==> src/rtl/soc_cfg.svh <==
`ifndef SOC_CFG_SVH
`define SOC_CFG_SVH

// Address map
`define SOC_MEM_START 32'h0000_0000
`define SOC_MEM_END 32'h0000_0FFF
`define SOC_GPIO_START 32'h0000_1000
`define SOC_GPIO_END 32'h0000_100F

// On-chip memory depth in 32-bit words
`define SOC_MEM_WORDS 1024

// UART bit period in clock cycles
`define SOC_CLKS_PER_BIT 16

// GPIO register offsets
`define SOC_GPIO_LED_OFS 0
`define SOC_GPIO_SW_OFS 4

`endif

==> src/rtl/bus_pkg.sv <==
package bus_pkg;

	typedef logic [31:0] addr_t;
	typedef logic [31:0] data_t;
	typedef logic [3:0] strb_t;

	typedef enum logic [1:0] {
		OKAY = 2'b00,
		DECERR = 2'b11
	} resp_e;

	// Master to slave
	typedef struct packed {
		logic awvalid;
		addr_t awaddr;
		logic wvalid;
		data_t wdata;
		strb_t wstrb;
		logic bready;
		logic arvalid;
		addr_t araddr;
		logic rready;
	} axi_req_t;

	// Slave to master
	typedef struct packed {
		logic awready;
		logic wready;
		logic bvalid;
		resp_e bresp;
		logic arready;
		logic rvalid;
		data_t rdata;
		resp_e rresp;
	} axi_rsp_t;

endpackage

==> src/rtl/serial_pkg.sv <==
package serial_pkg;

	typedef logic [7:0] byte_t;

	typedef enum logic [1:0] {
		IDLE,
		START,
		DATA,
		STOP
	} rx_state_e;

	typedef enum logic [1:0] {
		COUNT, // Collecting the word count
		WORD,
		WRITE,
		RESP
	} load_state_e;

endpackage

==> src/rtl/uart_rx.sv <==
`include "soc_cfg.svh"

module uart_rx (
	input logic clk_i,
	input logic reset_i,
	input logic rx_i,
	output serial_pkg::byte_t byte_o,
	output logic byte_valid_o
);

	localparam int CNT_W = $clog2(`SOC_CLKS_PER_BIT);
	localparam logic [CNT_W-1:0] HALF_BIT = CNT_W'(`SOC_CLKS_PER_BIT / 2 - 1);
	localparam logic [CNT_W-1:0] FULL_BIT = CNT_W'(`SOC_CLKS_PER_BIT - 1);

	logic [1:0] sync_q;
	logic rx;
	logic [CNT_W-1:0] cnt_q;
	logic [2:0] bit_q;
	serial_pkg::byte_t shift_q;
	serial_pkg::rx_state_e state_q;

	assign rx = sync_q[1];
	assign byte_o = shift_q;

	always_ff @(posedge clk_i) begin
		if (reset_i) begin
			sync_q <= 2'b11; // Line idles high
			state_q <= serial_pkg::IDLE;
			cnt_q <= '0;
			bit_q <= '0;
			byte_valid_o <= 1'b0;
		end else begin
			sync_q <= {sync_q[0], rx_i};
			byte_valid_o <= 1'b0;
			case (state_q)
				serial_pkg::IDLE: begin
					cnt_q <= '0;
					if (!rx)
						state_q <= serial_pkg::START;
				end
				serial_pkg::START: begin
					if (cnt_q == HALF_BIT) begin
						cnt_q <= '0;
						bit_q <= '0;
						// Glitch shorter than half a bit
						state_q <= rx ? serial_pkg::IDLE : serial_pkg::DATA;
					end else begin
						cnt_q <= cnt_q + 1'b1;
					end
				end
				serial_pkg::DATA: begin
					if (cnt_q == FULL_BIT) begin
						cnt_q <= '0;
						shift_q <= {rx, shift_q[7:1]}; // LSB first
						bit_q <= bit_q + 1'b1;
						if (bit_q == 3'd7)
							state_q <= serial_pkg::STOP;
					end else begin
						cnt_q <= cnt_q + 1'b1;
					end
				end
				default: begin
					if (cnt_q == FULL_BIT) begin
						cnt_q <= '0;
						byte_valid_o <= rx; // Framing error drops the byte
						state_q <= serial_pkg::IDLE;
					end else begin
						cnt_q <= cnt_q + 1'b1;
					end
				end
			endcase
		end
	end

endmodule

==> src/rtl/prog_loader.sv <==
`include "soc_cfg.svh"

module prog_loader (
	input logic clk_i,
	input logic reset_i,
	input logic rx_i,
	output bus_pkg::axi_req_t mem_req_o,
	input bus_pkg::axi_rsp_t mem_rsp_i,
	output logic busy_o
);

	serial_pkg::byte_t rx_byte;
	logic rx_valid;
	logic last_byte;
	logic [1:0] byte_cnt_q;
	serial_pkg::load_state_e state_q;
	bus_pkg::data_t shift_q;
	bus_pkg::data_t assembled;
	bus_pkg::data_t wdata_q;
	bus_pkg::data_t words_q; // Words still to write
	bus_pkg::addr_t addr_q;

	uart_rx u_uart_rx (
		.clk_i(clk_i),
		.reset_i(reset_i),
		.rx_i(rx_i),
		.byte_o(rx_byte),
		.byte_valid_o(rx_valid)
	);

	// Little-endian, newest byte lands on top
	assign assembled = {rx_byte, shift_q[31:8]};
	assign last_byte = rx_valid && (byte_cnt_q == 2'd3);

	always_comb begin
		mem_req_o = '0;
		mem_req_o.awvalid = (state_q == serial_pkg::WRITE);
		mem_req_o.awaddr = addr_q;
		mem_req_o.wvalid = (state_q == serial_pkg::WRITE);
		mem_req_o.wdata = wdata_q;
		mem_req_o.wstrb = '1;
		mem_req_o.bready = 1'b1;
		mem_req_o.rready = 1'b1; // Drains a read left over from the bus side
	end

	always_ff @(posedge clk_i) begin
		if (reset_i) begin
			state_q <= serial_pkg::COUNT;
			byte_cnt_q <= '0;
			words_q <= '0;
			addr_q <= `SOC_MEM_START;
			busy_o <= 1'b0;
		end else begin
			if (rx_valid) begin
				shift_q <= assembled;
				byte_cnt_q <= byte_cnt_q + 1'b1;
			end
			case (state_q)
				serial_pkg::COUNT: begin
					if (rx_valid)
						busy_o <= 1'b1;
					if (last_byte) begin
						words_q <= assembled;
						addr_q <= `SOC_MEM_START;
						if (assembled == '0)
							busy_o <= 1'b0; // Empty image
						else
							state_q <= serial_pkg::WORD;
					end
				end
				serial_pkg::WORD: begin
					if (last_byte) begin
						wdata_q <= assembled;
						state_q <= serial_pkg::WRITE;
					end
				end
				serial_pkg::WRITE: begin
					if (mem_rsp_i.awready && mem_rsp_i.wready)
						state_q <= serial_pkg::RESP;
				end
				default: begin
					if (mem_rsp_i.bvalid) begin
						addr_q <= addr_q + 32'd4;
						words_q <= words_q - 1'b1;
						if (words_q == 32'd1) begin
							state_q <= serial_pkg::COUNT;
							busy_o <= 1'b0;
						end else begin
							state_q <= serial_pkg::WORD;
						end
					end
				end
			endcase
		end
	end

endmodule

==> config.mk <==
export PLATFORM = sky130hd
export DESIGN_NAME = prog_loader
export DESIGN_NICKNAME = d
export VERILOG_FILES = /design/src/rtl/bus_pkg.sv /design/src/rtl/serial_pkg.sv /design/src/rtl/uart_rx.sv /design/src/rtl/prog_loader.sv
export VERILOG_INCLUDE_DIRS = /design/src /design/src/rtl
export SDC_FILE = /design/constraint.sdc
export NUM_CORES = 1
export LEC_CHECK = 0
export BUFFER_PORTS_ARGS = -buffer_cell sky130_fd_sc_hd__buf_2
export CORE_UTILIZATION = 51
export CTS_BUF_LIST = sky130_fd_sc_hd__clkbuf_16
export CTS_CLUSTER_DIAMETER = 200
export DETAILED_ROUTE_END_ITERATION = 10
export PLACE_DENSITY = 0.76
export SLEW_MARGIN = 20
export SYNTH_ARGS = -nofsm -noshare
export SYNTH_HDL_FRONTEND = slang
export SYNTH_HIERARCHICAL = 1
export SYNTH_SLANG_ARGS = --single-unit
export TNS_END_PERCENT = 20
==> constraint.sdc <==
create_clock -name clk_i -period 7.6 [get_ports clk_i]
set_clock_uncertainty 0.05 [all_clocks]
set_input_delay 1.14 -clock clk_i [delete_from_list [all_inputs] [get_ports clk_i]]
set_output_delay 1.14 -clock clk_i [all_outputs]
set_load 0.1 [all_outputs]
# --- Yosys cells after proc, flatten, opt, wreduce, memory -nomap -nowiden ---
# Index checks and enable logic that the tools add are counted.
op_classes:
  add_sub_neg: 5
  n_eq_ne: 17
  n_mux: 32
  n_bitwise: 3
  reduce_logical: 20
op_table:
  columns: ["cell", "count"]
  rows:
  - ["32-bit two-way mux", 4]
  - ["32-bit case mux with 2 select lines", 2]
  - ["32-bit by 3-bit adder with 32-bit output, second input constant", 1]
  - ["32-bit by 1-bit equality test with 1-bit output, second input constant", 1]
  - ["32-bit logical NOT", 1]
  - ["32-bit by 1-bit subtractor with 32-bit output, second input constant", 1]
  - ["2-bit two-way mux", 11]
  - ["3-bit AND reduction", 5]
  - ["2-bit case mux with 3 select lines", 2]
  - ["5-bit AND reduction", 2]
  - ["4-bit two-way mux", 2]
  - ["2-bit by 1-bit inequality test with 1-bit output, second input constant", 4]
  - ["2-bit inequality test, second input constant", 4]
  - ["4-bit case mux with 2 select lines", 1]
  - ["2-bit equality test, second input constant", 3]
  - ["1-bit two-way mux", 6]
  - ["3-bit two-way mux", 2]
  - ["3-bit case mux with 2 select lines", 1]
  - ["2-bit nonzero test", 3]
  - ["5-bit OR reduction", 1]
  - ["4-bit by 1-bit adder with 4-bit output, second input constant", 1]
  - ["2-bit by 1-bit equality test with 1-bit output, second input constant", 2]
  - ["4-bit by 3-bit equality test with 1-bit output, second input constant", 1]
  - ["4-bit equality test, second input constant", 1]
  - ["11 further kinds", 15]
word_totals:
  regBits: 153
  in_bits: 44
  word_cells: 90

# --- Depth between registers and ports, before layout ---
logic_depth:
  ltp_word: 4
  ltp_mapped: 10

# --- Modules after synthesis ---
# The synthesis kept the hierarchy.
modules_own_cells:
  columns: ["mod", "n_inst", "cells_per_inst", "area_per_inst_um2", "seq_area_each_um2"]
  rows:
  - ["prog_loader", 1, 605, 5895.7, 3022.9]
  - ["uart_rx", 1, 73, 865.8, 480.5]

# --- Worst setup path after synthesis ---
# Ideal clock, no wire load.
synth_path:
  kind: "input to register"
  from: "input port reset_i"
  to: "register wdata_q[0], enable pin"
  t_arrival_ns: 3.845
  path_slack_ns: 3.237
  cell_stages: 3
  path_cell_list: "buf_4 -> buf_4 -> nor3b_1"
synth_via:
  elab_chain_cells: 2
synth_lines:
  columns: ["element", "line", "rtl"]
  rows:
  - ["start, declared", "prog_loader.sv:5", "input logic reset_i,"]
  - ["1-bit NOT (no line)", null, null]
  - ["3-bit AND reduction (no line)", null, null]
  - ["end signal, assigned", "prog_loader.sv:73", "wdata_q <= assembled;"]
  - ["end, declared", "prog_loader.sv:19", "bus_pkg::data_t wdata_q;"]
# Every way passes these cells.
# A chain may end at the register's enable or synchronous reset.

==> reports/metrics.csv <==
stage,metric,value,unit
clocking,numCtsBuffers,17,
worst_setup_path,cpLargestDelayFamily,simple AND/OR/NAND/NOR gates,
drt,drt_iter0_markers,609,
cells_and_area,syn2layout_area_growth,13.7,%
power,intPower,1.41,mW
synth,synth_top_family_by_area,simple AND/OR/NAND/NOR gates,
placement,detailed_place.area,7080,um2
clocking,insertion_delay,0.42,ns
global_routing,grt.busiest_layer,met2,
power,p_sw,0.532,mW
cells_and_area,final_cell_mix,"dfxtp_1 (79), nor2_1 (77), buf_2 (70), edfxtp_1 (64), nand2_1 (54)",
worst_setup_path,required,7.89,ns
sta,finalMaxSlewViolations,0,
power,swShare,27.4,%
floorplan,coreArea,12800,um2
placement,hpwl,10.1,mm
floorplan,initial_core_util,52.9,%
floorplan,die_h,117,um
clocking,ctsResizeCount,0,
clocking,postCtsHoldBufs,0,
worst_setup_path,crit_fanout,64,
cells_and_area,final_nets,800,
drt,routed_wl,15.2,mm
worst_setup_path,critPathKind,register to register,
run_status,status,finished clean,
drt,drt.antenna.violating_nets,0,
synth,avgSynthCellArea,9.97,um2
drt,vias,5294,
clocking,cts-root-buf,clkbuf_16,
power,combPwrFrac,13.5,%
worst_setup_path,startpoint,state_q[0],
global_routing,globalRoute.totalOverflow,0,
global_routing,gr-usage-met1,28.9,%
worst_setup_path,path_buf_inv,2,
synth,synth_ff_type,dfxtp_1,
synth,synth-simple-area-share,20.7,%
cells_and_area,drive_gt1_share,17.1,%
floorplan,num_io_pins,150,
sta,fin_crit,3.58,ns
placement,pre_cts_ws,4.09,ns
worst_setup_path,cp-end-kind,register,
global_routing,grt_pass1_vias,4800,
clocking,cts_tree,done,
synth,ys_seq_area_share,51.8,%
drt,dr.pass1.iters,5,
sta,post-route-period-util,47.1,%
synth,synth-edff-count,64,
clocking,htreeDepth,4,
global_routing,grtUsageMet3,5.82,%
sta,worstMarginPinSlew,0.954,ns
cells_and_area,layout_commonest_cell,dfxtp_1,
power,clockPowerShare,44.3,%
synth,synth_area,6760,um2
sta,rsz0062_at_grt,no,
worst_setup_path,cp.arrival,3.87,ns
sta,hold_viol_final,0,
synth,synth_cells,678,
sta,fmax,279,MHz
cells_and_area,utilization,60.2,%
drt,routedWlPerCell,16.4,um
synth,synthAdderAreaFrac,2.78,%
cells_and_area,final_cell_area,7690,um2
worst_setup_path,cp_slowest_cell,nand2_1,
synth,synth_mux_area_share,1.07,%
power,vdd_drop_max,0.137,mV
worst_setup_path,worstPathCellList,inv_1 > ha_2 > buf_4 > nand4b_1 > nand2_1 > nand3b_1 > o41a_1 > a221oi_2,
synth,async_flop_share,0,%
clocking,clk_pin_slew,0.06,ns
floorplan,die-area,13700,um2
drt,via_per_inst,5.72,
clocking,post_cts_buffers,0,
sta,layout_setup_ws,4.02,ns
drt,route.detailed.drc,0,
global_routing,grt_pass1_wl,23.7,mm
worst_setup_path,cpPeakStageDelay,0.96,ns
cells_and_area,antennaDiodeCount,0,
cells_and_area,fillCellCount,1029,
placement,port_buffers,70,
global_routing,antenna_found_initial,0,
sta,slew_headroom,36.2,%
power,seqPwrFrac,42.2,%
floorplan,fp-row-count,41,
sta,setup_viol,0,
job,cap_violations,0,
clocking,clock_sinks,143,
synth,synth-xor-area-share,3.63,%
synth,synth_cell_type_count,71,
floorplan,die-width,117,um
global_routing,grt_use_total,22.8,%
worst_setup_path,start_kind,register,
power,p_leak,2.98,nW
placement,gp_congestion,0.912,
global_routing,grt_max_degree,65,
synth,synth.yosys.warnings,6,
min_path,min_from,u_uart_rx/sync_q[0],
synth,synth_seq_cells,143,
synth,synth_compound_area_share,12.3,%
sta,tns,0,ns
clocking,clk_path_buf_depth,2,
min_path,hp-class,register to register,
worst_setup_path,r2r-start,state_q[0],
global_routing,grt_util_met2,36.5,%
power,p_per_area,252,nW/um2
## final cells by class
class / instances / area (um2) / area share, %
Clock buffer: 17 / 425 / 5.53
Clock inverter: 15 / 181 / 2.36
Multi-Input combinational cell: 485 / 2900 / 37.7
Sequential cell: 143 / 3500 / 45.6
Inverter: 17 / 63.8 / 0.830
Tap cell: 172 / 215 / 2.80
Timing Repair Buffer: 77 / 403 / 5.24
## cells by family after synthesis
kind of cell,after synthesis
other,2
adders and majority gates,15
buffers and inverters,89
AOI/OAI and AO/OA,126
xor gates and xnor gates,28
and+or+nand+nor,268
muxes,7
DFF,143
## worst paths after layout
| kind | to | slack (ns) | cells after the start |
|---|---|---|---|
| max | words_q[31] | 4.02 | 8 |
| min | u_uart_rx/sync_q[1] | 0.36 | 1 |
| max reg2reg | words_q[31] | 4.02 | 8 |
| min reg2reg | u_uart_rx/sync_q[1] | 0.36 | 1 |
## worst reg2reg max path, stage by stage (launching register included)
cell and delay, ns:
dfxtp_1 0.34, inv_1 0.10, ha_2 0.17, buf_4 0.50, nand4b_1 0.66, nand2_1 0.96
nand3b_1 0.16, o41a_1 0.35, a221oi_2 0.22
## synthesized netlist by cell type, types with 7 or more instances
cell	instances	area, um2
dfxtp_1	79	1580
nor3_1	27	135
nor4_1	19	119
ha_1	15	188
xnor2_1	22	193
a31oi_1	11	68.8
o21ai_0	27	135
a21oi_1	34	170
or4_1	7	52.6
nand2_1	54	203
nand3_1	25	125
buf_4	48	360
nand4_1	7	43.8
edfxtp_1	64	1920
nor2_1	77	289
inv_1	16	60.1
clkbuf_1	22	82.6
## power by group through the flow
stage | Sequential [mW] | Combinational, mW | Clock [mW]
after floorplan | 0.833 | 0.237 | 0
after global placement | 0.833 | 0.250 | 0
after detailed placement | 0.834 | 0.257 | 0
after CTS | 0.818 | 0.258 | 0.869
after global routing | 0.819 | 0.279 | 0.902
final | 0.819 | 0.262 | 0.860
## sequential cells by signal, indices dropped and copies added (netlist names), 2 cells and up
signal,cells
addr_q,30
state_q,2
wdata_q,32
u_uart_rx/cnt_q,4
shift_q,24
words_q,32
u_uart_rx/sync_q,2
u_uart_rx/state_q,2
byte_cnt_q,2
u_uart_rx/bit_q,3
u_uart_rx/byte_o,8
## metrics by stage
step | hold WS [ns] | std cells | power (mW)
2_1_floorplan | 0.339 | 717 | 1.07
3_3_place_gp | 0.344 | 893 | 1.08
3_5_place_dp | 0.352 | 893 | 1.09
4_1_cts | 0.365 | 925 | 1.95
5_1_grt | 0.393 | 926 | 2.00
6_report | 0.361 | 926 | 1.94
## metal layers
layer	vias to the layer above	routed length [um]	part of all wire (%)
met1	2511	6210	41
met3	31	1090	7.1
met5	-	0	0
li1	2525	-	-
met2	227	7430	49
met4	0	445	2.9
(Power assumes the default switching activity.)
