`src/rtl/soc_cfg.svh`:
```
`ifndef SOC_CFG_SVH
`define SOC_CFG_SVH

// Address map
`define SOC_MEM_START 32'h0000_0000
`define SOC_MEM_END 32'h0000_0FFF
`define SOC_GPIO_START 32'h0000_1000
`define SOC_GPIO_END 32'h0000_100F

// On-chip memory depth in 32-bit words
`define SOC_MEM_WORDS 1024

// UART bit period in clock cycles
`define SOC_CLKS_PER_BIT 16

// GPIO register offsets
`define SOC_GPIO_LED_OFS 0
`define SOC_GPIO_SW_OFS 4

`endif

```
`src/rtl/bus_pkg.sv`:
```
package bus_pkg;

	typedef logic [31:0] addr_t;
	typedef logic [31:0] data_t;
	typedef logic [3:0] strb_t;

	typedef enum logic [1:0] {
		OKAY = 2'b00,
		DECERR = 2'b11
	} resp_e;

	// Master to slave
	typedef struct packed {
		logic awvalid;
		addr_t awaddr;
		logic wvalid;
		data_t wdata;
		strb_t wstrb;
		logic bready;
		logic arvalid;
		addr_t araddr;
		logic rready;
	} axi_req_t;

	// Slave to master
	typedef struct packed {
		logic awready;
		logic wready;
		logic bvalid;
		resp_e bresp;
		logic arready;
		logic rvalid;
		data_t rdata;
		resp_e rresp;
	} axi_rsp_t;

endpackage

```
`src/rtl/axi_crossbar.sv`:
```
module axi_crossbar #(
	parameter int ENDPOINTS = 2
) (
	input logic clk_i,
	input logic reset_i,
	input bus_pkg::axi_req_t mst_req_i,
	output bus_pkg::axi_rsp_t mst_rsp_o,
	input bus_pkg::addr_t ranges_i [ENDPOINTS][2], // [e][0] start, [e][1] end
	output bus_pkg::axi_req_t slv_req_o [ENDPOINTS],
	input bus_pkg::axi_rsp_t slv_rsp_i [ENDPOINTS]
);

	localparam int SEL_W = (ENDPOINTS > 1) ? $clog2(ENDPOINTS) : 1;

	typedef logic [SEL_W-1:0] sel_t;

	typedef struct packed {
		logic hit;
		sel_t idx;
	} dec_t;

	dec_t aw_dec;
	dec_t ar_dec;
	logic w_busy_q, w_err_q;
	logic r_busy_q, r_err_q;
	sel_t w_sel_q, r_sel_q;

	// Lowest matching entry wins
	function automatic dec_t decode(bus_pkg::addr_t addr);
		dec_t d;
		d = '0;
		for (int e = ENDPOINTS - 1; e >= 0; e--) begin
			if (addr >= ranges_i[e][0] && addr <= ranges_i[e][1]) begin
				d.hit = 1'b1;
				d.idx = sel_t'(e);
			end
		end
		return d;
	endfunction

	always_comb begin
		aw_dec = decode(mst_req_i.awaddr);
		ar_dec = decode(mst_req_i.araddr);
	end

	always_comb begin
		mst_rsp_o = '0;
		for (int e = 0; e < ENDPOINTS; e++) begin
			slv_req_o[e] = '0;
			slv_req_o[e].awaddr = mst_req_i.awaddr;
			slv_req_o[e].wdata = mst_req_i.wdata;
			slv_req_o[e].wstrb = mst_req_i.wstrb;
			slv_req_o[e].araddr = mst_req_i.araddr;
		end

		// Write path
		if (!w_busy_q) begin
			if (aw_dec.hit) begin
				slv_req_o[aw_dec.idx].awvalid = mst_req_i.awvalid;
				slv_req_o[aw_dec.idx].wvalid = mst_req_i.wvalid;
				mst_rsp_o.awready = slv_rsp_i[aw_dec.idx].awready;
				mst_rsp_o.wready = slv_rsp_i[aw_dec.idx].wready;
			end else begin
				mst_rsp_o.awready = mst_req_i.awvalid & mst_req_i.wvalid; // Swallow unmapped
				mst_rsp_o.wready = mst_req_i.awvalid & mst_req_i.wvalid;
			end
		end else if (w_err_q) begin
			mst_rsp_o.bvalid = 1'b1;
			mst_rsp_o.bresp = bus_pkg::DECERR;
		end else begin
			slv_req_o[w_sel_q].bready = mst_req_i.bready;
			mst_rsp_o.bvalid = slv_rsp_i[w_sel_q].bvalid;
			mst_rsp_o.bresp = slv_rsp_i[w_sel_q].bresp;
		end

		// Read path
		if (!r_busy_q) begin
			if (ar_dec.hit) begin
				slv_req_o[ar_dec.idx].arvalid = mst_req_i.arvalid;
				mst_rsp_o.arready = slv_rsp_i[ar_dec.idx].arready;
			end else begin
				mst_rsp_o.arready = mst_req_i.arvalid;
			end
		end else if (r_err_q) begin
			mst_rsp_o.rvalid = 1'b1;
			mst_rsp_o.rresp = bus_pkg::DECERR; // rdata stays zero
		end else begin
			slv_req_o[r_sel_q].rready = mst_req_i.rready;
			mst_rsp_o.rvalid = slv_rsp_i[r_sel_q].rvalid;
			mst_rsp_o.rdata = slv_rsp_i[r_sel_q].rdata;
			mst_rsp_o.rresp = slv_rsp_i[r_sel_q].rresp;
		end
	end

	always_ff @(posedge clk_i) begin
		if (reset_i) begin
			w_busy_q <= 1'b0;
			w_err_q <= 1'b0;
			w_sel_q <= '0;
			r_busy_q <= 1'b0;
			r_err_q <= 1'b0;
			r_sel_q <= '0;
		end else begin
			if (!w_busy_q) begin
				if (mst_req_i.awvalid && mst_rsp_o.awready && mst_req_i.wvalid && mst_rsp_o.wready) begin
					w_busy_q <= 1'b1;
					w_sel_q <= aw_dec.idx;
					w_err_q <= !aw_dec.hit;
				end
			end else if (mst_rsp_o.bvalid && mst_req_i.bready) begin
				w_busy_q <= 1'b0;
			end

			if (!r_busy_q) begin
				if (mst_req_i.arvalid && mst_rsp_o.arready) begin
					r_busy_q <= 1'b1;
					r_sel_q <= ar_dec.idx;
					r_err_q <= !ar_dec.hit;
				end
			end else if (mst_rsp_o.rvalid && mst_req_i.rready) begin
				r_busy_q <= 1'b0;
			end
		end
	end

endmodule

```
`config.mk`:
```
export PLATFORM = sky130hd
export DESIGN_NAME = axi_crossbar
export DESIGN_NICKNAME = d
export VERILOG_FILES = /design/src/rtl/soc_cfg.svh /design/src/rtl/bus_pkg.sv /design/src/rtl/axi_crossbar.sv
export SDC_FILE = /design/constraint.sdc
export NUM_CORES = 1
export LEC_CHECK = 0
export ABC_AREA = 1
export BUFFER_PORTS_ARGS = -buffer_cell sky130_fd_sc_hd__buf_2
export CORE_AREA = 3 3 222 224
export CTS_CLUSTER_SIZE = 14
export DETAILED_ROUTE_END_ITERATION = 10
export DIE_AREA = 0 0 225 227
export PLACE_DENSITY_LB_ADDON = 0.12
export SETUP_SLACK_MARGIN = 0.4
export SKIP_CTS_REPAIR_TIMING = 1
export SKIP_LAST_GASP = 1
export SYNTH_ARGS = -nofsm -noshare
export SYNTH_HDL_FRONTEND = slang
export SYNTH_SLANG_ARGS = --single-unit
```
`constraint.sdc`:
```
create_clock -name clk_i -period 2 [get_ports clk_i]
set_clock_uncertainty 0.05 [all_clocks]
set_input_delay 0.3 -clock clk_i [delete_from_list [all_inputs] [get_ports clk_i]]
set_output_delay 0.3 -clock clk_i [all_outputs]
set_load 0.02 [all_outputs]
```
After elaboration in Yosys (flattened, before gate mapping)
Cells that the tools add are included.
{ "op_classes": {"magnitude_cmp": 16, "muxes": 53, "bitwise": 7, "reduce_logical": 18} }
{ "ops": {"columns": ["cell", "count"], "rows": [
  ["two-way mux 210 bit", 6],
  ["bitwise mux 210 bit", 5],
  ["demux 105 bit (select 1 bit)", 5],
  ["two-way mux 35 bit", 5],
  ["greater-or-equal comparator 32 bit", 4],
  ["<= comparator 32 bit", 4],
  ["two-way mux 41 bit", 3],
  ["two-way mux 39 bit", 3],
  ["two-way mux 36 bit", 3],
  ["two-way mux 105 bit", 1],
  ["two-way mux 72 bit", 1],
  ["two-way mux 34 bit", 1],
  ["two-way mux 32 bit", 1],
  ["logical AND 1 bit", 14],
  ["two-way mux 2 bit", 7],
  ["two-way mux 1 bit", 10],
  ["greater-or-equal comparator 2 bit, second input constant", 4],
  ["less-than comparator 2 x 1 -> 1 bit, second input constant", 4],
  ["inverter 1 -> 2 bit", 4],
  ["two-way mux 3 bit", 2],
  ["AND reduction 2 bit", 2],
  ["zero test 1 bit", 2],
  ["inverter 1 bit", 2],
  ["bitwise AND 1 bit", 1]
]} }
{ "totals": {"ff_bits": 6, "inputBits": 317, "out_inout_bits": 251, "word_cells": 100} }

Longest topological paths before layout
Gate-level depths: netlist (run 1).
{ "depth": {"ltp_word": 16, "ltp_mapped": 22, "depth_no_buf": 22} }

Worst setup path before layout (run 1)
OpenSTA, ideal clock, no wires.
{ "synth_timing": {"kind": "input to output", "start": "input ranges_i[31] (netlist bit)", "end": "output slv_req_o[33] (netlist bit)", "arrival_time_ps": 1897, "t_required_ps": 1650, "setup_slack_ps": -247, "cell_stages": 12, "path_buffers": 0, "path_cell_list": "inv_1 > ha_1 > nand2_1 > nor2_1 > nand4_1 > nor4_2 > nand4_1 > nand2_1 > nand2_1 > inv_2 > nand2_1 > nor3_1"} }
{ "synth_rtl": {"columns": ["item", "line_no", "text"], "rows": [
  ["from (decl)", "axi_crossbar.sv:8", "input bus_pkg::addr_t ranges_i [ENDPOINTS][2],"],
  ["to (decl)", "axi_crossbar.sv:9", "output bus_pkg::axi_req_t slv_req_o [ENDPOINTS],"]
]} }

==> out/metrics.yaml, run 1 <==
drt_iter0_drc: 277
place_congestion: 0.806
finalWorstSetupSlack_ns: -0.702
max_stage_delay_ns: 0.33
slowest_stage: "nor4_4"
die_x_um: 225
dp_hpwl_um: 37100
dr_total_vias: 9839
grt_pass1_wl_um: 57400
routed_wl_um: 42400
fillCellCount: 5251
cp_max_fo: 4
dieArea_um2: 51100
status: "complete, but fails checks"
cp-end-kind: "primary output"
max_slew_margin: 0.662
io_pins: 568
grt_pass1_vias: 9502
synth_ff_type: "dfxtp_1"
finalCritPeriodShare: 1.35
clock_latency_ns: 0.23
setup_violations: 15
antenna_found_initial: 0
crit_required_ns: 1.65
combPwrFrac: 0.883
finalMaxSlewViolations: 0
rows: 80
root_buffer: "clkbuf_16"
p_int_mw: 1.99
synth_cells: 1357
p_sw_mw: 2.14
max_freq_mhz: 370
dr.pass1.iters: 4
drc: 0
postSynthAreaPerCell_um2: 6.44
ir_worst_vdd_mv: 0.231
fin_tns_setup_ns: -8.12
synth_area_um2: 8740
die_y_um: 227
synth-edff-count: 0
ys_seq_elements: 6
io_buffers: 459
synth_nets: 1930
switching_share: 0.518
grt-ovfl-total: 0
yosysWarnings: 0
rsz0062_at_grt: "true"
ant_nets: 0
cts_buffers: 3
hold_class: "primary input to register"
synth.distinct_cells: 32
drv_cap: 0
clock-sinks: 6
cts_tree: "built"
crit_chain: "buf_2, buf_4, ha_4, nand4_1, nor4_4, buf_4, nand2_1, nand2_1, nand2_2, nand2_4, nand2_2, o211ai_1, nor2_2, buf_6"
grtUsageTotal: 0.146
place_inst: 2400
vias_per_cell: 4.04
clkPwrFrac: 0.078
layout.nets: 2394
post-route-util: 0.288
cts.path.max_buffers: 2
critPathLaunchType: "primary input"
worst_pin_slew_ns: 0.502
drive_gt1_frac: 0.495
antennaDiodeCount: 0
leakage_nw: 7.66
clkTransAtPathRegs_ns: 0.03
crit_type: "primary input to primary output"
ys_seq_area_frac: 0.0137
start_util: 0.184
place_worst_setup_slack_ns: -1.06
hold_violations: 0
cts_max_level: 1
sequentialPowerShare: 0.038
power_density_nw_per_um2: 302
critPathArrivalTime_ns: 2.35
instances_no_fill: 2434
avgRoutedWirePerCell_um: 17.4
min_period_ns: 2.70
synthArstFlopShare: 0
area_delta_synth_final_pct: 56.7
core_um2: 47500
violations: "negative setup slack"
grt_max_degree: 37
[metal layers]
layer  global-route usage  vias to the layer above  share of wire
met2                0.261                      243           0.49
met3               0.0168                       18          0.037
li1                     -                     5201              -
met4               0.0133                        0         0.0057
met5                    0                        -              0
met1                0.197                     4377           0.46
[layout make-up]
cell class,instances,area (um2),area share
repair inverters,2,17.5,0.00128
well taps,615,769,0.0562
repair buffers,669,4430,0.324
multi-input cells,934,7430,0.543
flip-flops and latches,6,134,0.00978
clock buffers,3,75.1,0.00548
inverters,205,832,0.0608
[sequential cells by signal, summed over array words and instances (netlist names)]
| name | count |
|---|---|
| r_busy_q | 1 |
| r_err_q | 1 |
| r_sel_q | 1 |
| w_busy_q | 1 |
| w_err_q | 1 |
| w_sel_q | 1 |
[cells by family (layout without fill, tap and decap cells)]
group / Yosys count / count (layout) / share of synthesized area
adder cells (fa/ha/maj): 256 / 256 / 0.367
AO/OA/AOI/OAI: 220 / 220 / 0.132
AND/OR/NAND/NOR: 457 / 457 / 0.221
flip-flops: 6 / 6 / 0.0137
buffers and inverters: 417 / 879 / 0.265
multiplexers: 1 / 1 / 0.00129
[synthesized netlist by cell type (4+ instances only)]
| master | instances | area [um2] |
|---|---|---|
| a21oi_1 | 127 | 636 |
| inv_2 | 8 | 30.0 |
| nor2_1 | 132 | 495 |
| nand4_1 | 20 | 125 |
| buf_4 | 200 | 1500 |
| o211ai_1 | 8 | 60.1 |
| ha_1 | 256 | 3200 |
| clkbuf_1 | 12 | 45.0 |
| nand3_1 | 30 | 150 |
| o21ai_1 | 18 | 90.1 |
| nor4_1 | 4 | 25.0 |
| dfxtp_1 | 6 | 120 |
| inv_1 | 194 | 728 |
| nand2_1 | 240 | 901 |
| o21a_1 | 6 | 45.0 |
| nand2_2 | 6 | 37.5 |
| nor3_1 | 12 | 60.1 |
| o21ai_0 | 53 | 265 |
[final timing paths]
path	depth (start not counted)	start	endpoint	slack (ns)
worst max-delay path	14	mst_req_i[23]	mst_rsp_o[35]	-0.70
worst min-delay path	2	reset_i	w_busy_q	0.22
worst max register to register	7	r_sel_q	r_busy_q	0.51
worst min register to register	2	w_busy_q	w_busy_q	0.45
[cells in the final DEF, fill, tap and decap left out, drive strengths merged]
cell type,count
clkinv,3
nor3b,1
nand3,31
o211ai,8
dfxtp,6
a21o,3
o21ai,71
buf,661
nand2,248
mux2,1
o21bai,3
inv,204
nand3b,2
nor2,135
nor4,7
nand4,20
ha,256
o21a,6
a31oi,1
a21oi,128
clkbuf,11
nor3,13
[critical path, delay by kind of cell]
| family | cells | cell delay (ns) |
|---|---|---|
| AO/OA/AOI/OAI | 1 | 0.21 |
| adder cells (fa/ha/maj) | 1 | 0.26 |
| buffers and inverters | 4 | 0.62 |
| AND/OR/NAND/NOR | 8 | 0.94 |
[power by group through the flow]
stage | Sequential [mW] | Clock [mW] | Combinational [mW]
floorplan | 0.143 | 0 | 2.05
global route | 0.160 | 0.339 | 4.06
finish | 0.158 | 0.325 | 3.66
CTS | 0.153 | 0.330 | 3.11
detailed placement | 0.154 | 0 | 3.10
global placement | 0.154 | 0 | 3.08
[per-stage QoR]
step                area, um2  hold slack, ns  power, mW
floorplan                9350           0.312       2.19
CTS                     12400           0.229       3.60
global route            13700           0.230       4.56
detailed placement      12300           0.466       3.25
global placement        12300           0.471       3.23
finish                  13700           0.224       4.14
(Power assumes the default switching activity.)
==> run 2, diff against run 1 <==
TNS_END_PERCENT = 30   (was not set)
==> out/metrics.yaml, run 2 (synthesis gave the netlist of run 1 again) <==
drt_iter0_drc: 306  # was 277
power_density_nw_per_um2: 292  # was 302 nW/um2
cp-end-kind: "primary output"  # unchanged
finalWorstSetupSlack_ns: -0.639  # was -0.702 ns
max_freq_mhz: 379  # was 370 MHz
final_common_cell: "buf_2"  # unchanged
rsz0062_at_grt: "true"  # unchanged
start_util: 0.184  # unchanged
grtUsageTotal: 0.144  # was 0.146
min_period_ns: 2.64  # was 2.70 ns
die_y_um: 227  # unchanged
grt_pass1_vias: 9568  # was 9502
ir_worst_vdd_mv: 0.205  # was 0.231 mV
layout.nets: 2378  # was 2394
worst_pin_slew_ns: 0.525  # was 0.502 ns
place_inst: 2392  # was 2400
crit_required_ns: 1.65  # about the same
dr_total_vias: 9828  # was 9839
status: "complete, but fails checks"  # unchanged
final_cell_mix: "buf_2 (410), ha_1 (190), nand2_1 (185), buf_4 (175), inv_1 (146)"  # was buf_2 (392), ha_1 (223), nand2_1 (218), buf_4 (209), inv_1 (159)
grt_max_degree: 38  # was 37
finalMaxSlewViolations: 0  # unchanged
max_slew_margin: 0.648  # was 0.662
cts_tree: "built"  # unchanged
area_delta_synth_final_pct: 61.3  # was 56.7%
vias_per_cell: 4.06  # was 4.04
clkTransAtPathRegs_ns: 0.03  # about the same
cts_max_level: 1  # unchanged
fillCellCount: 5289  # was 5251
grt_busiest_layer: "met2"  # unchanged
crit_type: "primary input to primary output"  # unchanged
grt_pass1_wl_um: 56900  # was 57400 um
hold_class: "primary input to register"  # unchanged
io_pins: 568  # unchanged
routed_wl_um: 40500  # was 42400 um
setup_violations: 15  # unchanged
drc: 0  # unchanged
rows: 80  # unchanged
drv_cap: 0  # unchanged
violations: "negative setup slack"  # unchanged
hold-worst-slack_ns: 0.250  # was 0.224 ns
io_buffers: 459  # unchanged
dieArea_um2: 51100  # unchanged
finalCritPeriodShare: 1.32  # was 1.35
grt-ovfl-total: 0  # unchanged
clock_latency_ns: 0.23  # about the same
r2r_slack_ns: 0.44  # was 0.51 ns
dp_hpwl_um: 36000  # was 37100 um
cp_max_fo: 8  # was 4
worstRegToRegCells: 7  # unchanged
dr.pass1.iters: 5  # was 4
avgRoutedWirePerCell_um: 16.7  # was 17.4 um
grtUsageMet3: 0.0186  # was 0.0168
clock-sinks: 6  # unchanged
critPathLaunchType: "primary input"  # unchanged
antenna_found_initial: 5  # was 0
leakage_nw: 7.68  # was 7.66 nW
use_met1: 0.199  # was 0.197
root_buffer: "clkbuf_16"  # unchanged
die_x_um: 225  # unchanged
core_um2: 47500  # unchanged
cts.path.max_buffers: 2  # unchanged
drive_gt1_frac: 0.522  # was 0.495
ant_nets: 0  # unchanged
instances_no_fill: 2421  # was 2434
hold_violations: 0  # unchanged
place_congestion: 0.798  # was 0.806
critPathArrivalTime_ns: 2.29  # was 2.35 ns
whs_path_depth: 2  # unchanged
grt_use_met2: 0.252  # was 0.261
cts_buffers: 3  # unchanged
run 2: critical path, cell delays in order:
cell      delay (ns)
clkbuf_4        0.17
buf_4           0.15
ha_1            0.28
nand2_2         0.06
buf_4           0.14
nor4_4          0.44
nand2_2         0.11
nand2_4         0.10
nand2_8         0.11
nand3_2         0.11
nand2_4         0.07
nor2_4          0.11
buf_6           0.13
run 2: final cells by class:
cell class	count	area [um2]	share of cell area
Multi-Input combinational cell	934	7940	0.563
Clock buffer	3	75.1	0.00533
Sequential cell	6	126	0.00897
Inverter	205	847	0.0601
Antenna cell	3	7.51	0.000533
Timing Repair Buffer	655	4330	0.307
Tap cell	615	769	0.0546
run 2: power breakdown:
group / leakage [nW] / internal, mW / switching, mW
clock network: 0.0370 / 0.257 / 0.0676
registers: 0.0506 / 0.135 / 0.0289
logic: 7.59 / 1.61 / 2.02
total: 7.68 / 2.00 / 2.12
run 2: metal layers:
metal	part of all wire	wire length [um]
met5	0.00035	14
met4	0.0028	113
met3	0.042	1700
met2	0.49	19700
met1	0.47	19000
run 2: worst paths after layout:
path / startpoint / to
worst max-delay path: mst_req_i[90] / mst_rsp_o[39]
worst max register to register: w_busy_q / w_err_q
worst min-delay path: reset_i / r_busy_q
worst min register to register: w_err_q / w_err_q
run 2: per-stage QoR:
step / setup slack [ns] / setup TNS [ns] / instance area (um2) / utilization / power [mW]
floorplan: -0.0922 / -0.315 / 9250 / - / 2.15
global placement: -1.12 / -13.81 / 12200 / 0.256 / 3.20
detailed placement: -1.09 / -13.65 / 12200 / 0.256 / 3.22
CTS: -1.11 / -12.45 / 12300 / 0.258 / 3.56
global route: -0.765 / -9.25 / 14100 / 0.296 / 4.55
finish: -0.639 / -6.92 / 14100 / 0.296 / 4.12
