$ cat config.mk
export PLATFORM = sky130hd
export DESIGN_NAME = gpio_axi
export DESIGN_NICKNAME = d
export VERILOG_FILES = /design/src/rtl/bus_pkg.sv /design/src/rtl/gpio_axi.sv
export VERILOG_INCLUDE_DIRS = /design/src /design/src/rtl
export SDC_FILE = /design/constraint.sdc
export NUM_CORES = 1
export LEC_CHECK = 0
export BUFFER_PORTS_ARGS = -buffer_cell sky130_fd_sc_hd__buf_4
export CAP_MARGIN = 20
export CORE_ASPECT_RATIO = 0.9
export CORE_MARGIN = 2
export CORE_UTILIZATION = 38
export DETAILED_ROUTE_END_ITERATION = 8
export PLACE_DENSITY_LB_ADDON = 0.12
export SYNTH_ARGS = -nofsm -noshare
export SYNTH_HDL_FRONTEND = slang
export SYNTH_SLANG_ARGS = --single-unit
$ cat constraint.sdc
create_clock -name clk_i -period 3.67 [get_ports clk_i]
set_input_delay 0.5505 -clock clk_i [delete_from_list [all_inputs] [get_ports clk_i]]
set_output_delay 0.5505 -clock clk_i [all_outputs]
set_load 0.01 [all_outputs]
$ cat src/rtl/soc_cfg.svh
`ifndef SOC_CFG_SVH
`define SOC_CFG_SVH

// Address map
`define SOC_MEM_START 32'h0000_0000
`define SOC_MEM_END 32'h0000_0FFF
`define SOC_GPIO_START 32'h0000_1000
`define SOC_GPIO_END 32'h0000_100F

// On-chip memory depth in 32-bit words
`define SOC_MEM_WORDS 1024

// UART bit period in clock cycles
`define SOC_CLKS_PER_BIT 16

// GPIO register offsets
`define SOC_GPIO_LED_OFS 0
`define SOC_GPIO_SW_OFS 4

`endif

$ cat src/rtl/bus_pkg.sv
package bus_pkg;

	typedef logic [31:0] addr_t;
	typedef logic [31:0] data_t;
	typedef logic [3:0] strb_t;

	typedef enum logic [1:0] {
		OKAY = 2'b00,
		DECERR = 2'b11
	} resp_e;

	// Master to slave
	typedef struct packed {
		logic awvalid;
		addr_t awaddr;
		logic wvalid;
		data_t wdata;
		strb_t wstrb;
		logic bready;
		logic arvalid;
		addr_t araddr;
		logic rready;
	} axi_req_t;

	// Slave to master
	typedef struct packed {
		logic awready;
		logic wready;
		logic bvalid;
		resp_e bresp;
		logic arready;
		logic rvalid;
		data_t rdata;
		resp_e rresp;
	} axi_rsp_t;

endpackage

$ cat src/rtl/gpio_axi.sv
`include "soc_cfg.svh"

module gpio_axi (
	input logic clk_i,
	input logic reset_i,
	input bus_pkg::axi_req_t req_i,
	output bus_pkg::axi_rsp_t rsp_o,
	input logic [3:0] sw_i,
	output logic [7:0] led_o
);

	bus_pkg::addr_t aw_ofs, ar_ofs;
	bus_pkg::data_t rdata_q;
	logic bvalid_q, rvalid_q;
	logic wr_acc, rd_acc;
	logic [7:0] led_q;
	logic [3:0] sw_meta_q, sw_sync_q;

	assign aw_ofs = req_i.awaddr - `SOC_GPIO_START;
	assign ar_ofs = req_i.araddr - `SOC_GPIO_START;
	assign wr_acc = req_i.awvalid & req_i.wvalid & ~bvalid_q;
	assign rd_acc = req_i.arvalid & ~rvalid_q;
	assign led_o = led_q;

	always_comb begin
		rsp_o = '0;
		rsp_o.awready = wr_acc;
		rsp_o.wready = wr_acc;
		rsp_o.bvalid = bvalid_q;
		rsp_o.bresp = bus_pkg::OKAY;
		rsp_o.arready = rd_acc;
		rsp_o.rvalid = rvalid_q;
		rsp_o.rdata = rdata_q;
		rsp_o.rresp = bus_pkg::OKAY;
	end

	always_ff @(posedge clk_i) begin
		if (rd_acc) begin
			case (ar_ofs)
				`SOC_GPIO_LED_OFS: rdata_q <= {24'd0, led_q};
				`SOC_GPIO_SW_OFS: rdata_q <= {28'd0, sw_sync_q};
				default: rdata_q <= '0;
			endcase
		end
	end

	always_ff @(posedge clk_i) begin
		if (reset_i) begin
			led_q <= '0;
			sw_meta_q <= '0;
			sw_sync_q <= '0;
			bvalid_q <= 1'b0;
			rvalid_q <= 1'b0;
		end else begin
			sw_meta_q <= sw_i; // Switches are asynchronous
			sw_sync_q <= sw_meta_q;
			if (wr_acc && aw_ofs == `SOC_GPIO_LED_OFS)
				led_q <= req_i.wdata[7:0];
			if (wr_acc)
				bvalid_q <= 1'b1;
			else if (req_i.bready)
				bvalid_q <= 1'b0;
			if (rd_acc)
				rvalid_q <= 1'b1;
			else if (req_i.rready)
				rvalid_q <= 1'b0;
		end
	end

endmodule

* Yosys cells after proc, flatten, opt, wreduce, memory -nomap -nowiden *
Index checks and enable logic that the tools add are counted.

cells by class
  $add $sub $neg = 2
  equality and inequality tests = 1
  muxes and demuxes = 5
  bitwise operators = 5
  reduce and logical (&&, ||, !) cells = 5

operators by type and width
  kind                      number
  $logic_not A32 Y1         2
  $sub A32 B13 Y32 const B  2
  $eq A32 B3 Y1 const B     1
  $pmux W8 S2               1
  $mux W1                   4
  $reduce_bool A2 Y1        2
  $and A1 B1 Y1             3
  $not A1 Y1                2
  $logic_and A1 B1 Y1       1

storage, ports and cells
  register bits after elaboration = 50
  bits of input ports = 111
  logic and storage cells = 24

* Depth between registers and ports, before layout *
Gate-level depths: netlist of run 1.

  word-level depth = 3
  gate-level depth with buffers = 6

* Worst setup path after synthesis of run 1 *
OpenSTA, ideal clock, no wires.

  path type = in2reg
  from = input port req_i[85] in the netlist's numbering
  to = register led_q[0], in the netlist led_o[0]
  setup time = 0.119 ns
  data arrival time = 1.769 ns
  data required time = 3.551 ns
  slack = 1.782 ns
  stages = 6
  buffers on the path = 1
  path through = nor4_4 > nand4_2 > nor3b_1 > o311a_1 > buf_6 > mux2i_1

between the ends
  word-level cells in the longest chain between the ends = 3

ends and longest elaborated chain
  what                           RTL line        text
  from (decl)                    gpio_axi.sv:6   input bus_pkg::axi_req_t req_i,
  $sub A32 B13 Y32 (no line)     n/a
  $logic_not A32 Y1 (no line)    n/a
  $logic_and A1 B1 Y1 (no line)  n/a
  to (signal assigned)           gpio_axi.sv:58  led_q <= req_i.wdata[7:0];
  to (decl)                      gpio_axi.sv:16  logic [7:0] led_q;

No other way between the ends.
A chain may end at the register's enable or synchronous reset.

* Worst setup path in the final report of run 1 *
  from = input port req_i[85] in the netlist's numbering
  to = register led_q[4], in the netlist led_o[4]

Same word-level chain as after synthesis.

==> key figures, run 1 <==
Run
  • Max cap viols: 0

Yosys
  • Synth unique cells: 32
  • Gate Count Post-Synth: 158
  • Yosys warns: 0
  • Post-Synth Adder-Cell Area: 0%
  • Compound-cell area share of the yosys netlist: 3.633%
  • Share of flip-flops with an asynchronous set or reset: 0%
  • Synth area leader: dfxtp_1
  • Most frequent cell after synthesis: buf_4
  • Area contributors post-synth: dfxtp_1, buf_4, edfxtp_1
  • Primary FF master, synth: dfxtp_1
  • Post-synthesis sequential area ratio: 39.64%
  • Commonest cells post-synth: buf_4, dfxtp_1, nand2b_1, mux2i_1
  • XOR/XNOR Fraction of Synth Area: 0.5780%
  • Post-synthesis mux area share: 7.927%
  • Number of enable flip-flop cells after synthesis: 8
  • Simple-gate share of the synthesized area: 29.64%
  • Largest family of logic cells by synthesized area: simple AND/OR/NAND/NOR gates
  • Seq cells post-synth: 26
  • Post-Syn Area: 1515 um2
  • Syn avg cell area: 9.590 um2
  • Post-synth top area share: 23.78%

Power
  • Seq pwr share: 47.8%
  • PD cells: 287.1 nW/um2
  • Internal power: 0.5034 mW
  • Total power: 0.6463 mW
  • P_sw: 0.1428 mW
  • Clk pwr share: 31.8%
  • Combinational share of power: 20.4%
  • Maximum vdd drop: 0.1823 mV
  • Sw Ratio: 22.10%
  • Leak: 1.038 nW

Clocking
  • CTS tree: built
  • Clk slew on worst S/H paths: 90 ps
  • Insertion delay to the later sink of the worst-skew pair: 270 ps
  • Hold buffers post-CTS: 0
  • Num CTS Buffers: 3
  • Root Buffer: clkbuf_8
  • Setup bufs post-CTS: 0
  • CTS resizes: 0
  • Clock buffer depth: 2
  • H-Tree Depth: 1
  • Clock sink count: 26

Route
  • Antenna Nets Post-Route: 0
  • Vias: 1348
  • Drt drc: 0
  • Drt total wl: 3531 um
  • Via density: 4.464
  • First-pass DRT Iterations: 4
  • Initial detailed-routing violation count: 57
  • WL per Instance: 11.69 um

Timing
  • Final slew viol count: 0
  • Fmax: 472.4 MHz
  • Fin crit period: 2117 ps
  • Final setup TNS: 0 ps
  • Setup Viol. Count Final: 0
  • RSZ-0062 raised after global routing: no
  • Tcrit/Tclk final: 57.68%
  • Fin. Hold Viols: 0
  • Skew final: 1.496 ps

Worst setup path
  • Crit path DAT: 2320 ps
  • WS Path Type: input pin to register
  • Kind of end point of the critical path: register
  • Data required, critical path: 3870 ps
  • Family with the most delay on the worst path: compound AO/OA/AOI/OAI gates
  • Max incr delay on CP: 530 ps
  • Crit start category: input pin
  • Crit-path cells: buf_4 > nor4_4 > o2111ai_1 > a221oi_1 > o311a_1 > mux2i_1
  • WP buf/inv: 1
  • CP max stage cell: o311a_1
  • Peak fanout along the critical path: 8

Placed design
  • Port Buffer Count: 103
  • Final GP Congestion: 0.6927
  • Half-perimeter wire length after placement: 3015 um

Global routing
  • Global-route wire length before repair: 5437 um
  • Total track usage: 15.05%
  • Vias in the first global route: 1202
  • Grt ovf: 0
  • Pin count of the biggest net entering global routing: 27
  • Initial antenna violation count: 0

Floorplanning
  • I/O pin total: 160
  • Core ar.: 3784 um2
  • Die width: 70.56 um
  • Initial core utilization: 40.05%
  • Total die area: 4509 um2
  • Site Rows: 21
  • Die Y: 63.91 um

Layout
  • NumNets Final: 368
  • Storage cell area: 600.6 um2
  • Fin util: 59.49%
  • Area delta synth->final: 48.56%
  • ANT cells: 0
  • Layout cell share with drive strength beyond 1: 44.14%
  • Fillers: 357
  • Multi-input combinational cell area: 738.2 um2

Hold path
  • HP Class: register to register

Run status
  • Status: finished, final reports clean
[metal layers]
layer | wire length (um) | GRT usage (%)
met5 | 0 | 0
met4 | 48 | 3.302
met3 | 291 | 3.943
met2 | 1714 | 26.53
met1 | 1477 | 18.48
[registers in the layout, summed over array words and instances (netlist names)]
signal,count
rdata_q,8
sw_sync_q,4
rvalid_q,1
sw_meta_q,4
bvalid_q,1
led_o,8
[path summary, 6_finish.rpt]
| path | start | to | slack, ps | cells after the start |
|---|---|---|---|---|
| max | req_i[85] | led_o[4] | 1550 | 6 |
| min | sw_meta_q[1] | sw_sync_q[1] | 440 | 1 |
| max reg2reg | bvalid_q | led_o[4] | 1940 | 5 |
| min reg2reg | sw_meta_q[1] | sw_sync_q[1] | 440 | 1 |
[layout by cell type, fill, tap and decap left out, types with 3 or more instances in the layout]
cell and count:
nor4_1 10, nor2_1 10, and2_1 4, dfxtp_1 18, conb_1 28, nand4_1 4, nor3_1 3, nor2b_1 9
mux2i_1 12, nand2b_1 16, clkbuf_8 3, nor3b_1 3, buf_4 104, edfxtp_1 8
[cell families (layout without fill, tap and decap cells)]
kind of cell,after synthesis,in the layout
and+or+nand+nor,71,71
buffers and inverters,39,110
DFF,26,26
muxes,12,12
AOI/OAI and AO/OA,8,8
other,1,28
xor gates and xnor gates,1,1
[power by group through the flow]
stage / clock network (mW) / registers [mW] / logic [mW]
2_1_floorplan: 0 / 0.318 / 0.0676
3_3_place_gp: 0 / 0.316 / 0.130
3_5_place_dp: 0 / 0.316 / 0.132
4_1_cts: 0.211 / 0.309 / 0.132
5_1_grt: 0.219 / 0.310 / 0.144
6_report: 0.206 / 0.309 / 0.132
[layout make-up]
| cell class | count | area share (%) |
|---|---|---|
| flip-flops and latches | 26 | 26.68 |
| repair buffers | 104 | 34.69 |
| multi-input cells | 120 | 32.80 |
| inverters | 2 | 0.3335 |
| clock buffers | 4 | 2.946 |
| well taps | 46 | 2.557 |
[per-stage QoR]
| stage | instances | hold slack (ps) | area, um2 | worst slack, ps |
|---|---|---|---|---|
| floorplan | 185 | 413.8 | 1617 | 1782 |
| global placement | 298 | 417.3 | 2185 | 1259 |
| detailed placement | 298 | 424.7 | 2185 | 1227 |
| CTS | 302 | 442.8 | 2251 | 1492 |
| global route | 302 | 443.7 | 2251 | 1372 |
| finish | 302 | 441.6 | 2251 | 1553 |
Note: power is estimated with default switching activity, not from simulation.
==> inputs of run 2 (changes only) <==
- ABC_AREA: default -> 1
- CORE_UTILIZATION: 38 -> 37
- clock period: 3.67 -> 1.9 ns (I/O delays scaled with it)
==> run 2 against run 1 <==
  * Utilization fell by 7.4 points
  * Clock power rose by 97%
  * Synthesized cell count rose by 100%
  * Design area rose by 29%
  * Largest power group unchanged
  * Routed wire length rose by 38%
  * Total power rose by 110%
  * Clock skew rose by 4.2 ps
  * Cell count rose by 63%
==> key figures, run 2 <==
Run status
  • Status: finished, final reports clean

Yosys
  • XOR/XNOR Fraction of Synth Area: 1.238% (+0.66 points)
  • Post-synthesis sequential area ratio: 28.30% (-11 points)
  • Commonest cells post-synth: nor2_1, nand2_1, inv_1, buf_4, nand3_1
  • Number of enable flip-flop cells after synthesis: 8 (unchanged)
  • Largest family of logic cells by synthesized area: simple AND/OR/NAND/NOR gates
  • Synth unique cells: 30 (-6.3%)
  • Post-Synth Adder-Cell Area: 0% (unchanged)
  • Simple-gate share of the synthesized area: 48.23% (+19 points)
  • Primary FF master, synth: dfxtp_1
  • Area contributors post-synth: dfxtp_1, nor2_1, buf_4
  • Post-Syn Area: 2122 um2 (+40%)
  • Syn avg cell area: 6.631 um2 (-31%)
  • Gate Count Post-Synth: 320 (+100%)
  • Compound-cell area share of the yosys netlist: 1.533% (-2.1 points)
  • Most frequent cell after synthesis: nor2_1
  • Share of flip-flops with an asynchronous set or reset: 0% (unchanged)
  • Synth area leader: dfxtp_1
  • Seq cells post-synth: 26 (unchanged)
  • Post-synth top area share: 16.98% (-6.8 points)
  • Post-synthesis mux area share: 0% (-7.9 points)
  • Yosys warns: 0 (unchanged)

Clocking
  • Root Buffer: clkbuf_8
  • Clk slew on worst S/H paths: 90 ps (about the same)
  • CTS tree: built
  • CTS resizes: 0 (unchanged)
  • Insertion delay to the later sink of the worst-skew pair: 280 ps (about the same)
  • Clock buffer depth: 2 (unchanged)
  • Clock sink count: 26 (unchanged)
  • Setup bufs post-CTS: 0 (unchanged)
  • Num CTS Buffers: 3 (unchanged)
  • H-Tree Depth: 1 (unchanged)
  • Hold buffers post-CTS: 0 (unchanged)

Worst setup path
  • Crit path DAT: 1260 ps (-1060 ps)
  • R2r worst-path depth: 9 (+4)
  • Data required, critical path: 1620 ps (-2250 ps)
  • RR Endpoint: led_o[1]
  • CP endpoint: rsp_o[35]
  • CP Launch Point: rvalid_q
  • Crit start category: register
  • WS Path Type: register to output pin
  • Kind of end point of the critical path: output pin
  • RR Startpoint: bvalid_q
  • Peak fanout along the critical path: 6 (-2)
  • R2R setup slack: 390 ps (-1550 ps)

Placed design
  • Half-perimeter wire length after placement: 4196 um (+39%)
  • Final GP Congestion: 0.7935 (+15%)
  • Pre-CTS worst setup slack: 85.78 ps (-1141 ps)
  • Port Buffer Count: 103 (unchanged)

Floorplanning
  • Initial core utilization: 37.92% (-2.1 points)
  • Die Y: 75.85 um (+19%)
  • Site Rows: 26 (+24%)
  • Core ar.: 5595 um2 (+48%)
  • Total die area: 6358 um2 (+41%)
  • Die width: 83.83 um (+19%)
  • I/O pin total: 160 (unchanged)

Timing
  • Worst-margin pin slew: 526.7 ps
  • RSZ-0062 raised after global routing: no
  • Final setup TNS: 0 ps (unchanged)
  • Worst rel slew slack: 64.76%
  • Fmax: 649.1 MHz
  • Tcrit/Tclk final: 81.08%
  • PnR worst setup slack: 359.5 ps (-1194 ps)
  • Fin crit period: 1541 ps
  • Fin. Hold Viols: 0 (unchanged)
  • Final slew viol count: 0 (unchanged)
  • Skew final: 5.671 ps (+4.175 ps)
  • Setup Viol. Count Final: 0 (unchanged)

Route
  • Initial detailed-routing violation count: 58 (+1.8%)
  • First-pass DRT Iterations: 4 (unchanged)
  • Antenna Nets Post-Route: 0 (unchanged)
  • Drt drc: 0 (unchanged)
  • Via density: 4.213 (-5.6%)
  • WL per Instance: 9.878 um (-16%)
  • Vias: 2073 (+54%)
  • Drt total wl: 4860 um (+38%)

Layout
  • Layout cell share with drive strength beyond 1: 35.31% (-8.8 points)
  • Fillers: 592 (+66%)
  • NumNets Final: 534 (+45%)
  • Area delta synth->final: 37.32%
  • Fin util: 52.08% (-7.4 points)
  • Commonest cells after routing, fill and taps aside: buf_4, nor2_1, nand2_1
  • ANT cells: 0 (unchanged)
  • Most common cell after layout, fill and taps aside: buf_4

Global routing
  • Pin count of the biggest net entering global routing: 16 (-41%)
  • Initial antenna violation count: 0 (unchanged)
  • Grt ovf: 0 (unchanged)
  • Global-route wire length before repair: 8017 um (+47%)
  • Vias in the first global route: 1867 (+55%)
  • Total track usage: 15.25% (+0.20 points)

Run
  • Max cap viols: 0 (unchanged)

Hold path
  • HP Class: input pin to register
  • Worst Min Path Start: sw_i[0]

Power
  • Maximum vdd drop: 0.3072 mV (+69%)
  • PD cells: 457.0 nW/um2 (+59%)
  • Leak: 1.471 nW (+42%)
  • Total power: 1.332 mW (+110%)
## run 2: cell count changes in the layout (fill, tap and decap cells not counted), sizes merged, moves of 3 or more
cell	change
nand4	+6
nand3b	+4
nor4	-10
nand3	+24
nor2	+85
nand2b	-16
or3	-3
nand2	+61
mux2i	-12
nor2b	-9
nor3b	-3
and2	-4
inv	+45
## run 2: worst max-delay path, cell delays in order (launching register included)
cell	delay [ps]
dfxtp_1	330
nor2_1	430
buf_4	220
## run 2: layout make-up
| class | instances | area [um2] | share of cell area, % |
|---|---|---|---|
| Tap cell | 70 | 87.58 | 3.006 |
| Sequential cell | 26 | 600.6 | 20.61 |
| Clock buffer | 4 | 66.31 | 2.276 |
| Multi-Input combinational cell | 238 | 1187 | 40.75 |
| Inverter | 49 | 183.9 | 6.312 |
| Timing Repair Buffer | 105 | 788.3 | 27.05 |
## run 2: stage by stage
stage          std cells  hold slack (ps)  instance area (um2)
2_1_floorplan        347            388.3                 2223
3_3_place_gp         488            389.6                 2848
3_5_place_dp         488            391.6                 2848
4_1_cts              492            196.8                 2914
5_1_grt              492            215.8                 2914
6_report             492            200.7                 2914
## run 2: kinds of logic after synthesis
group / count (synthesis)
buf+inv: 83
compound gates: 6
other cells: 1
xor+xnor: 3
flops: 26
simple gates: 201
## run 2: power by group
group	internal, mW	switching, mW
clock	0.229	0.175
sequential	0.589	0.00702
combinational	0.171	0.160
## run 2: routing by layer
metal	GRT usage, %	share of wire [%]	vias up
met1	19.88	45	848
met2	26.13	45	95
li1	-	-	1125
met4	2.151	0.76	0
met3	4.442	9.2	5
met5	0	0	-
## run 2: worst min path at each step
| stage | to | slack [ps] | depth (start not counted) |
|---|---|---|---|
| floorplan | sw_sync_q[0] | 390 | 2 |
| global placement | sw_sync_q[1] | 390 | 2 |
| detailed placement | sw_sync_q[2] | 390 | 2 |
| CTS | sw_meta_q[0] | 200 | 3 |
| global route | sw_meta_q[0] | 220 | 3 |
| finish | sw_meta_q[0] | 200 | 3 |
==> inputs of run 3 (changes only) <==
- clock period: 1.9 -> 1.4 ns (I/O delays scaled with it)
==> run 3 against run 2 <==
  * The flow now finishes with violations (negative setup slack)
  * Die area is the same
  * Total power up 34%
  * Design area up 8.2%
  * Largest cell class unchanged
  * Utilization rose by 4.3 points
  * Worst setup slack got worse by 360 ps
==> key figures, run 3 (synthesis results as in run 2) <==
Run status
  • Status: finished, violations left
  • Failing checks: negative setup slack

Worst setup path
  • R2r worst-path depth: 9 (unchanged)
  • Kind of end point of the critical path: register
  • CP Launch Point: bvalid_q
  • CP endpoint: led_o[7]
  • RR Endpoint: led_o[7]
  • WS Path Type: register to register
  • R2R setup slack: -3 ps (-390 ps)
  • RR Startpoint: bvalid_q
  • Crit path DAT: 1570 ps (+310 ps)
  • Data required, critical path: 1570 ps (-50 ps)
  • Peak fanout along the critical path: 8 (+2)
  • Crit start category: register

Clocking
  • H-Tree Depth: 1 (unchanged)
  • Num CTS Buffers: 3 (unchanged)
  • Hold buffers post-CTS: 0 (unchanged)
  • Clock buffer depth: 2 (unchanged)
  • Clk slew on worst S/H paths: 80 ps (about the same)
  • CTS tree: built
  • Insertion delay to the later sink of the worst-skew pair: 270 ps (about the same)
  • Clock sink count: 26 (unchanged)
  • Root Buffer: clkbuf_8

Power
  • Maximum vdd drop: 0.3280 mV (+6.8%)
  • Seq pwr share: 45.3% (+0.5 points)
  • Sw Ratio: 26.39% (+0.69 points)
  • Leak: 1.575 nW (+7.1%)
  • Clk pwr share: 26.6% (-3.8 points)
  • Total power: 1.788 mW (+34%)
  • PD cells: 567.0 nW/um2 (+24%)
  • Combinational share of power: 28.2% (+3.4 points)
  • Internal power: 1.316 mW (+33%)
  • P_sw: 0.4720 mW (+38%)

Timing
  • Final slew viol count: 0 (unchanged)
  • Fin crit period: 1403 ps
  • RSZ-0062 raised after global routing: yes
  • PnR worst setup slack: -3.372 ps (-362.8 ps)
  • Skew final: 4.792 ps (-0.8796 ps)
  • Setup Viol. Count Final: 2 (+2)
  • Tcrit/Tclk final: 100.2%
  • Final setup TNS: -5.395 ps (-5.395 ps)
  • Fmax: 712.6 MHz
  • Fin. Hold Viols: 0 (unchanged)

Global routing
  • Vias in the first global route: 2047 (+9.6%)
  • Global-route wire length before repair: 8466 um (+5.6%)
  • Total track usage: 16.23% (+0.98 points)
  • Pin count of the biggest net entering global routing: 15 (-1)
  • Grt ovf: 0 (unchanged)
  • Initial antenna violation count: 0 (unchanged)

Route
  • Antenna Nets Post-Route: 0 (unchanged)
  • Drt total wl: 5267 um (+8.4%)
  • Drt drc: 0 (unchanged)
  • First-pass DRT Iterations: 4 (unchanged)
  • Initial detailed-routing violation count: 44 (-24%)
  • WL per Instance: 10.29 um (+4.1%)
  • Via density: 4.277 (+1.5%)
  • Vias: 2190 (+5.6%)

Floorplanning
  • Site Rows: 26 (unchanged)
  • Die Y: 75.85 um (unchanged)
  • Initial core utilization: 37.92% (unchanged)
  • Total die area: 6358 um2 (unchanged)
  • Core ar.: 5595 um2 (unchanged)
  • I/O pin total: 160 (unchanged)
  • Die width: 83.83 um (unchanged)

Layout
  • Most common cell after layout, fill and taps aside: buf_4
  • Commonest cells after routing, fill and taps aside: buf_4, nor2_1, nand2_1
  • ANT cells: 0 (unchanged)
  • Layout cell share with drive strength beyond 1: 42.31% (+7.0 points)
  • NumNets Final: 554 (+3.7%)
  • Fin util: 56.37% (+4.3 points)
  • Area delta synth->final: 48.64%

Placed design
  • Port Buffer Count: 103 (unchanged)
  • Half-perimeter wire length after placement: 4421 um (+5.3%)
  • Pre-CTS worst setup slack: -303.7 ps (-389.5 ps)
  • Final GP Congestion: 0.8370 (+5.5%)

Hold path
  • Hold Path Stages: 3 (unchanged)
  • HP Class: input pin to register

Run
  • Max cap viols: 0 (unchanged)
-- run 3: changes by cell type in the layout (fill, tap and decap cells not counted), sizes merged --
cell      before  now
clkinv         2    1
buf          105  124
nor2          95   96
clkinvlp       0    1
-- run 3: routing by layer --
metal | track usage [%] | routed length, um
met3 | 4.984 | 473
met5 | 0 | 0
met4 | 1.792 | 0
met1 | 19.09 | 2204
met2 | 30.67 | 2590
-- run 3: how the worst min path moves through the flow --
| stage | from | end | slack [ps] |
|---|---|---|---|
| 6_report | sw_i[1] | sw_meta_q[1] | 140 |
| 3_3_place_gp | sw_meta_q[1] | sw_sync_q[1] | 390 |
| 4_1_cts | sw_i[1] | sw_meta_q[1] | 130 |
| 2_1_floorplan | sw_i[0] | sw_meta_q[0] | 320 |
| 5_1_grt | sw_i[3] | sw_meta_q[3] | 140 |
| 3_5_place_dp | sw_meta_q[2] | sw_sync_q[2] | 400 |
-- run 3: what timing repair did --
action | CTS | global route
buffers inserted | 1 | 2
cloned | 1 | 0
setup endpoints to repair | 12 | 16
resized for setup | 11 | 18
pin swaps | 11 | 14
-- run 3: cell type report --
type / count / area [um2]
Sequential cell: 26 / 601.8
Timing Repair Buffer: 124 / 945.9
Multi-Input combinational cell: 239 / 1276
Fill cell: 562 / 2441
Inverter: 49 / 187.7
Clock buffer: 4 / 55.05
Tap cell: 70 / 87.58
-- run 3: worst max-delay path, cell delays in order (launching register included) --
cell	delay [ps]
dfxtp_2	320
nand3b_1	170
nor2_1	100
nand3_1	80
nor2_2	110
nand3b_1	120
nor2_4	190
nand3_1	100
nand2_1	70
nor2_1	40
-- run 3: stage by stage --
| step | hold WS (ps) | cells | instance area (um2) |
|---|---|---|---|
| 3_3_place_gp | 390.8 | 504 | 2968 |
| 5_1_grt | 143.6 | 512 | 3154 |
| 6_report | 139.9 | 512 | 3154 |
| 3_5_place_dp | 395.6 | 504 | 2968 |
| 2_1_floorplan | 317.0 | 347 | 2223 |
| 4_1_cts | 128.7 | 510 | 3075 |
-- run 3: power by group through the flow --
stage / sequential (mW) / clock (mW) / combinational, mW
after floorplan: 0.830 / 0 / 0.260
after global placement: 0.826 / 0 / 0.476
after detailed placement: 0.827 / 0 / 0.480
after CTS: 0.810 / 0.493 / 0.491
after global routing: 0.812 / 0.515 / 0.556
final: 0.809 / 0.475 / 0.504
